--- src/hdl/llc_pkg.sv ---
// --------------------------------------------------
// llc local store geometry and shared types
// --------------------------------------------------
`default_nettype none

package llc_pkg;

    localparam int LLC_WAYS       = 4;
    localparam int LLC_WAY_BITS   = 2;
    localparam int LLC_SET_BITS   = 6;
    localparam int LLC_TAG_BITS   = 12;
    localparam int LLC_STATE_BITS = 3;
    localparam int LLC_LINE_BITS  = 32;

    // top set bits that pick a bank, per field
    localparam int TAG_BANK_BITS   = 1;
    localparam int STATE_BANK_BITS = 1;
    localparam int DIRTY_BANK_BITS = 1;
    localparam int EVICT_BANK_BITS = 1;
    localparam int LINE_BANK_BITS  = 2;

    typedef logic [LLC_SET_BITS-1:0]   llc_set_t;
    typedef logic [LLC_WAY_BITS-1:0]   llc_way_t;
    typedef logic [LLC_WAYS-1:0]       llc_way_mask_t;
    typedef logic [LLC_TAG_BITS-1:0]   llc_tag_t;
    typedef logic [LLC_STATE_BITS-1:0] llc_state_t;
    typedef logic [LLC_LINE_BITS-1:0]  line_t;

    // one write request, shared by all ways
    typedef struct packed {
        llc_set_t   set;
        llc_way_t   way;
        llc_tag_t   tag;
        llc_state_t state;
        logic       dirty;
        line_t      line;
    } llc_wr_req_t;

    // what one way returns on a read
    typedef struct packed {
        llc_tag_t   tag;
        llc_state_t state;
        logic       dirty;
        line_t      line;
    } llc_entry_t;

    typedef llc_entry_t [LLC_WAYS-1:0] llc_rd_data_t;

endpackage

`default_nettype wire

--- src/hdl/llc_bank_ram.sv ---
// --------------------------------------------------
// llc bank RAM
// simple dual-port array, registered enabled read
// --------------------------------------------------
`timescale 1ns/1ps
`default_nettype none

module llc_bank_ram #(
    parameter type payload_t = logic,
    parameter int  ROW_BITS  = 5
) (
    input  wire logic                clk,
    input  wire logic                rst,
    input  wire logic                wr_en,
    input  wire logic [ROW_BITS-1:0] wr_row,
    input  wire payload_t            wr_data,
    input  wire logic                rd_en,
    input  wire logic [ROW_BITS-1:0] rd_row,
    output payload_t                 rd_data
);

    payload_t mem [2**ROW_BITS];

    always_ff @(posedge clk) begin
        if (wr_en) begin
            mem[wr_row] <= wr_data;
        end
    end

    // same-row read and write in one cycle sees the old word
    always_ff @(posedge clk or negedge rst) begin
        if (!rst) begin
            rd_data <= '0;
        end else if (rd_en) begin
            rd_data <= mem[rd_row];
        end
    end

endmodule

`default_nettype wire

--- src/hdl/llc_field_array.sv ---
// --------------------------------------------------
// llc field array
// one field over banks, write decode and read mux
// --------------------------------------------------
`timescale 1ns/1ps
`default_nettype none

module llc_field_array
    import llc_pkg::*;
#(
    parameter type payload_t = logic,
    parameter int  BANK_BITS = 1
) (
    input  wire logic     clk,
    input  wire logic     rst,
    input  wire logic     wr_en,
    input  wire llc_set_t wr_set,
    input  wire payload_t wr_data,
    input  wire logic     rd_en,
    input  wire llc_set_t rd_set,
    output payload_t      rd_data
);

    localparam int NUM_BANKS = 2**BANK_BITS;
    localparam int ROW_BITS  = LLC_SET_BITS - BANK_BITS;

    logic [BANK_BITS-1:0] wr_bank;
    logic [BANK_BITS-1:0] rd_bank;
    logic [BANK_BITS-1:0] rd_bank_q;
    logic [NUM_BANKS-1:0] bank_wr;
    payload_t             bank_rd [NUM_BANKS];

    assign wr_bank = wr_set[LLC_SET_BITS-1 -: BANK_BITS];
    assign rd_bank = rd_set[LLC_SET_BITS-1 -: BANK_BITS];

    // bank index follows the bank output registers
    always_ff @(posedge clk or negedge rst) begin
        if (!rst) begin
            rd_bank_q <= '0;
        end else if (rd_en) begin
            rd_bank_q <= rd_bank;
        end
    end

    for (genvar b = 0; b < NUM_BANKS; b++) begin : g_bank
        assign bank_wr[b] = wr_en && (wr_bank == BANK_BITS'(b));

        llc_bank_ram #(
            .payload_t (payload_t),
            .ROW_BITS  (ROW_BITS)
        ) u_ram (
            .clk     (clk),
            .rst     (rst),
            .wr_en   (bank_wr[b]),
            .wr_row  (wr_set[ROW_BITS-1:0]),
            .wr_data (wr_data),
            .rd_en   (rd_en),
            .rd_row  (rd_set[ROW_BITS-1:0]),
            .rd_data (bank_rd[b])
        );
    end

    assign rd_data = bank_rd[rd_bank_q];

    // a write lands in exactly one bank
    a_one_bank_wr : assert property (
        @(posedge clk) disable iff (!rst)
        wr_en |-> $onehot(bank_wr)
    );

endmodule

`default_nettype wire

--- config.mk ---
export PLATFORM = sky130hd
export DESIGN_NAME = llc_field_array
export DESIGN_NICKNAME = d
export VERILOG_FILES = /design/src/hdl/llc_pkg.sv /design/src/hdl/llc_bank_ram.sv /design/src/hdl/llc_field_array.sv
export SDC_FILE = /design/constraint.sdc
export NUM_CORES = 1
export LEC_CHECK = 0
export BUFFER_PORTS_ARGS = -buffer_cell sky130_fd_sc_hd__buf_2
export CORE_UTILIZATION = 64
export DETAILED_ROUTE_END_ITERATION = 8
export PLACE_DENSITY = 0.87
export SYNTH_ARGS = -nofsm -noshare
export SYNTH_HDL_FRONTEND = slang
export SYNTH_SLANG_ARGS = --single-unit
--- constraint.sdc ---
create_clock -name clk -period 2.75 [get_ports clk]
set_clock_uncertainty 0.15 [all_clocks]
set_input_delay 0.55 -clock clk [delete_from_list [all_inputs] [get_ports clk]]
set_output_delay 0.55 -clock clk [all_outputs]
set_load 0.01 [all_outputs]
; Yosys cells after proc, flatten, opt, wreduce, memory -nomap -nowiden
; Memories as Yosys holds them, arrays and structs flattened. A register that Yosys moved wholly into a read port is not among the register bits.
; Index checks and enable logic that the tools add are counted.
[word_totals]
latchBits = 0
input_bits = 17
reg_bits = 1
word_cells = 17
ramBits = 64
memories = 2
rom_bits = 0
[memory_table]
columns = memory, words, width, rd, rd_clocked_by_memory_dff, write_ports, line_no
row1 = g_bank[0].u_ram.mem, 32, 1, 1, 1, 1, llc_bank_ram.sv:22  ; payload_t mem [2**ROW_BITS];
row2 = g_bank[1].u_ram.mem, 32, 1, 1, 1, 1, llc_bank_ram.sv:22
[op_classes]
addsub = 0
bitwise = 2
n_reduce_logical = 4
shift = 0
div = 0
n_lt_le_gt_ge = 1
eq_ne = 0
multipliers = 0
muxes = 7
[ops]
columns = cell, count
row1 = $mux 1, 7
row2 = $ge 2x2->1 const B, 1
row3 = $logic_and 1x1->1, 2
row4 = $logic_not 1->1, 2
row5 = $not 1->2, 1
row6 = $not 1->1, 1

; Longest topological paths before layout
[depth]
ltp_word = 4
ltp_mapped = 7

; Hierarchy
; Synthesis repeated with hierarchy kept, for this count alone.
[unflattened]
cells_unflattened = 251
hier_area_um2 = 3135.5
[by_module_without_submodules]
columns = module, cells_each, instances, area_per_inst_um2, seq_area_each_um2
row1 = llc_bank_ram, 123, 2, 1534.0, 985.9
row2 = llc_field_array, 5, 1, 67.6, 25.0

; Least setup slack after synthesis
; Ideal clock, no wire load.
[synth_timing]
path_type = in2reg
from = in rd_set[0]
to = reg g_bank[0].u_ram.rd_data, read port of g_bank[0].u_ram.mem
arrival_ns = 1.587
stages = 7
t_required_ns = 2.475
path_slack_ns = 0.889
setup_ns = 0.125
n_path_buf = 2
path_cell_list = buf_6 -> buf_12 -> mux2i_1 -> a22oi_1 -> a211oi_1 -> nor4_1 -> mux2_2
[synth_lines]
columns = item, line_no
row1 = start: declaration, llc_field_array.sv:20  ; input wire llc_set_t rd_set,
row2 = end: declaration, llc_bank_ram.sv:19  ; output payload_t rd_data

==> results.sh <==
export IMPL_grt_usage_pct=27.3
export IMPL_antenna_cells=0
export IMPL_synthTopCellsByCount="nor2_1 (67), edfxtp_1 (64), mux2i_1 (32), a22oi_1 (16), clkbuf_1 (8)"
export IMPL_status="completed"
export IMPL_grt_max_degree=65
export IMPL_vias_per_cell=6.31
export IMPL_worstReg2RegStart="g_bank[0].u_ram.mem[24]"
export IMPL_path_class="primary input to flop"
export IMPL_cts_sinks=67
export IMPL_period_needed_ns=1.98
export IMPL_syn2layout_area_growth_pct=8.75
export IMPL_yosys_area_share_simple_pct=13.5
export IMPL_drt_iter0_drc=350
export IMPL_cp_data_arrival_time_ns=2.06
export IMPL_power_internal_w=0.00160
export IMPL_grt_overflow_total=0
export IMPL_grt_pass1_wl_um=9580
export IMPL_worst_slack_ns=0.771
export IMPL_synth_top_area_cell="edfxtp_1"
export IMPL_critical_path_required_ns=2.83
export IMPL_yosysMostFrequentCell="nor2_1"
export IMPL_synthCells=234
export IMPL_cts_htree_levels=3
export IMPL_num_rows=24
export IMPL_cp_start_kind="primary input"
export IMPL_p_sw_share_pct=21.8
export IMPL_hold_violations=0
export IMPL_antenna_found_initial=0
export IMPL_tns_ns=0
export IMPL_synthXorXnorAreaFrac_pct=0
export IMPL_synth_area_um2=3030
export IMPL_worst_slew_pin_slew_ns=0.964
export IMPL_postLayoutCoreUtil_pct=74.2
export IMPL_wl_per_cell_um=20.1
export IMPL_power_density_nw_per_um2=621
export IMPL_critical_path_reg2reg_endpoint="g_bank[0].u_ram.rd_data"
export IMPL_synth_edf_count=64
export IMPL_max_freq_mhz=505
export IMPL_yosys_area_top_type_share_pct=63.4
export IMPL_cts_resized_gates=0
export IMPL_synthMuxAreaShare_pct=12.1
export IMPL_period_share_pct=72.0
export IMPL_yosysSeqAreaShare_pct=65.9
export IMPL_drtAntennaViolNets=0
export IMPL_rsz0062_at_grt="no"
export IMPL_drv_cap=0
export IMPL_grt_pass1_vias=1889
export IMPL_combPwrFrac_pct=7.2
export IMPL_crit_path_start="rd_set[1]"
export IMPL_crit_end="g_bank[0].u_ram.rd_data"
export IMPL_rr_worst_depth=5
export IMPL_cts_root_buffer="clkbuf_8"
export IMPL_start_util_pct=68.2
export IMPL_cts_hold_buffers=1
export IMPL_cts_setup_buffers=0
export IMPL_num_nets_final=268
export IMPL_drc_errors=0
export IMPL_numCtsBuffers=9
export IMPL_clk_path_buf_depth=2
export IMPL_dr_total_vias=1943
export IMPL_setup_violations=0
export IMPL_cts_tree="built"
export IMPL_clk_pin_slew_ns=0.07
export IMPL_switchingPower_w=0.000446
export IMPL_drive_above_1_share_pct=12.9
export IMPL_slew_limit_headroom_pct=35.7
export IMPL_clkPwrFrac_pct=37.3
export IMPL_synth_fa_ha_area_share_pct=0
export IMPL_end_kind="flop"
export IMPL_async_flop_share_pct=4.48
export IMPL_ir_worst_vdd_v=0.000413
export IMPL_seq_power_share_pct=55.5
export IMPL_ys_seq_elements=67
export IMPL_ys_types=23
export IMPL_reg2reg_slack_ns=1.21
export IMPL_drv_slew=0
export IMPL_syn_area_per_cell_um2=13.0
export IMPL_die_h_um=70.8
export IMPL_ys_flop_type="edfxtp_1"
export IMPL_die_area_um2=5010
export IMPL_cp_max_fo=8
export IMPL_io_buffers=17
export IMPL_synth_top_family_by_area="simple AND/OR/NAND/NOR gates"
export IMPL_globalplace_congestion=0.809
export IMPL_boundaryPins=18
export IMPL_power_w=0.00205
export IMPL_place_ws_ns=0.470
export IMPL_clk_latency_ns=0.34
export IMPL_mappedNetlistNets=251
export IMPL_synth_compound_area_share_pct=5.45
export IMPL_p_leak_nw=1.12
export IMPL_yosys_warnings=0
export IMPL_coreArea_um2=4440
export IMPL_wl_um=6180
export IMPL_hp_class="primary input to flop"
export IMPL_firstDrtPassIters=6
export IMPL_die_w_um=70.8
export IMPL_ys_top_cells_by_area="edfxtp_1 (63%), mux2i_1 (11%), nor2_1 (8.3%), a22oi_1 (4.0%), dfrtp_1 (2.5%)"
export IMPL_hpwl_um=3830
## critical path: stages
cell,delay [ns]
buf_2,0.10
nor2b_1,0.60
a22oi_1,0.20
a21oi_1,0.24
nor4_1,0.09
mux2_2,0.26
## power by group through the flow
| stage | Combinational, W | Sequential (W) | Clock (W) |
|---|---|---|---|
| 2_1_floorplan | 0.0000954 | 0.00116 | 0 |
| 3_3_place_gp | 0.000138 | 0.00116 | 0 |
| 3_5_place_dp | 0.000143 | 0.00116 | 0 |
| 4_1_cts | 0.000146 | 0.00114 | 0.000764 |
| 5_1_grt | 0.000159 | 0.00114 | 0.000807 |
| 6_report | 0.000147 | 0.00114 | 0.000763 |
## cells in the final DEF, fill, tap and decap left out, drive strengths merged
master and n:
and2 1, bufinv 1, clkbuf 13, nand2b 2, buf 18, a211oi 2, a21oi 6, mux2i 32
edfxtp 64, nor4 2, nor2 67, clkinv 2, a22oi 16, nor2b 5, nand4 1, nand2 5
or3b 2, dfrtp 3, nand3b 3, dlygate4sd3 1, mux2 4, nand3 5, or3 1
## how the worst min path moves through the flow
stage / from / endpoint / slack, ns / cells after the start
global placement: rst / rd_bank_q / 0.20 / 1
CTS: rd_set[5] / rd_bank_q / 0.29 / 2
global route: rd_set[5] / rd_bank_q / 0.30 / 2
finish: rd_set[5] / rd_bank_q / 0.30 / 2
detailed placement: rst / rd_bank_q / 0.20 / 1
floorplan: rst / g_bank[0].u_ram.rd_data / 0.10 / 0
## logic make-up after synthesis
| family | count (synthesis) |
|---|---|
| AND/OR/NAND/NOR | 94 |
| flip-flops | 67 |
| multiplexers | 36 |
| AO/OA/AOI/OAI | 24 |
| buffers and inverters | 13 |
## registers in the layout, indices dropped and copies added (netlist names)
name and cells:
g_bank.u_ram.mem 64, g_bank.u_ram.rd_data 2, rd_bank_q 1
## layout make-up
| class | count | area [um2] |
|---|---|---|
| fillers | 298 | 1150 |
| flip-flops and latches | 67 | 2000 |
| clock buffers | 13 | 139 |
| multi-input cells | 154 | 941 |
| repair buffers | 19 | 115 |
| well taps | 52 | 65.1 |
| clock inverters | 3 | 38.8 |
## metrics by stage
| step | std cells | cell area (um2) | hold WS [ns] |
|---|---|---|---|
| finish | 308 | 3300 | 0.299 |
| global route | 308 | 3300 | 0.296 |
| CTS | 308 | 3300 | 0.293 |
| detailed placement | 291 | 3110 | 0.202 |
| global placement | 291 | 3110 | 0.201 |
| floorplan | 234 | 3030 | 0.104 |
## per-layer routing
layer	wire [um]	part of all wire [%]	GRT usage [%]	up-vias
li1	-	-	-	889
met3	403	6.5	6.13	15
met4	165	2.7	12.9	0
met2	2880	47	42.8	96
met1	2730	44	36.8	943
met5	0	0	0	-
Power figures use the tool's default switching activity.
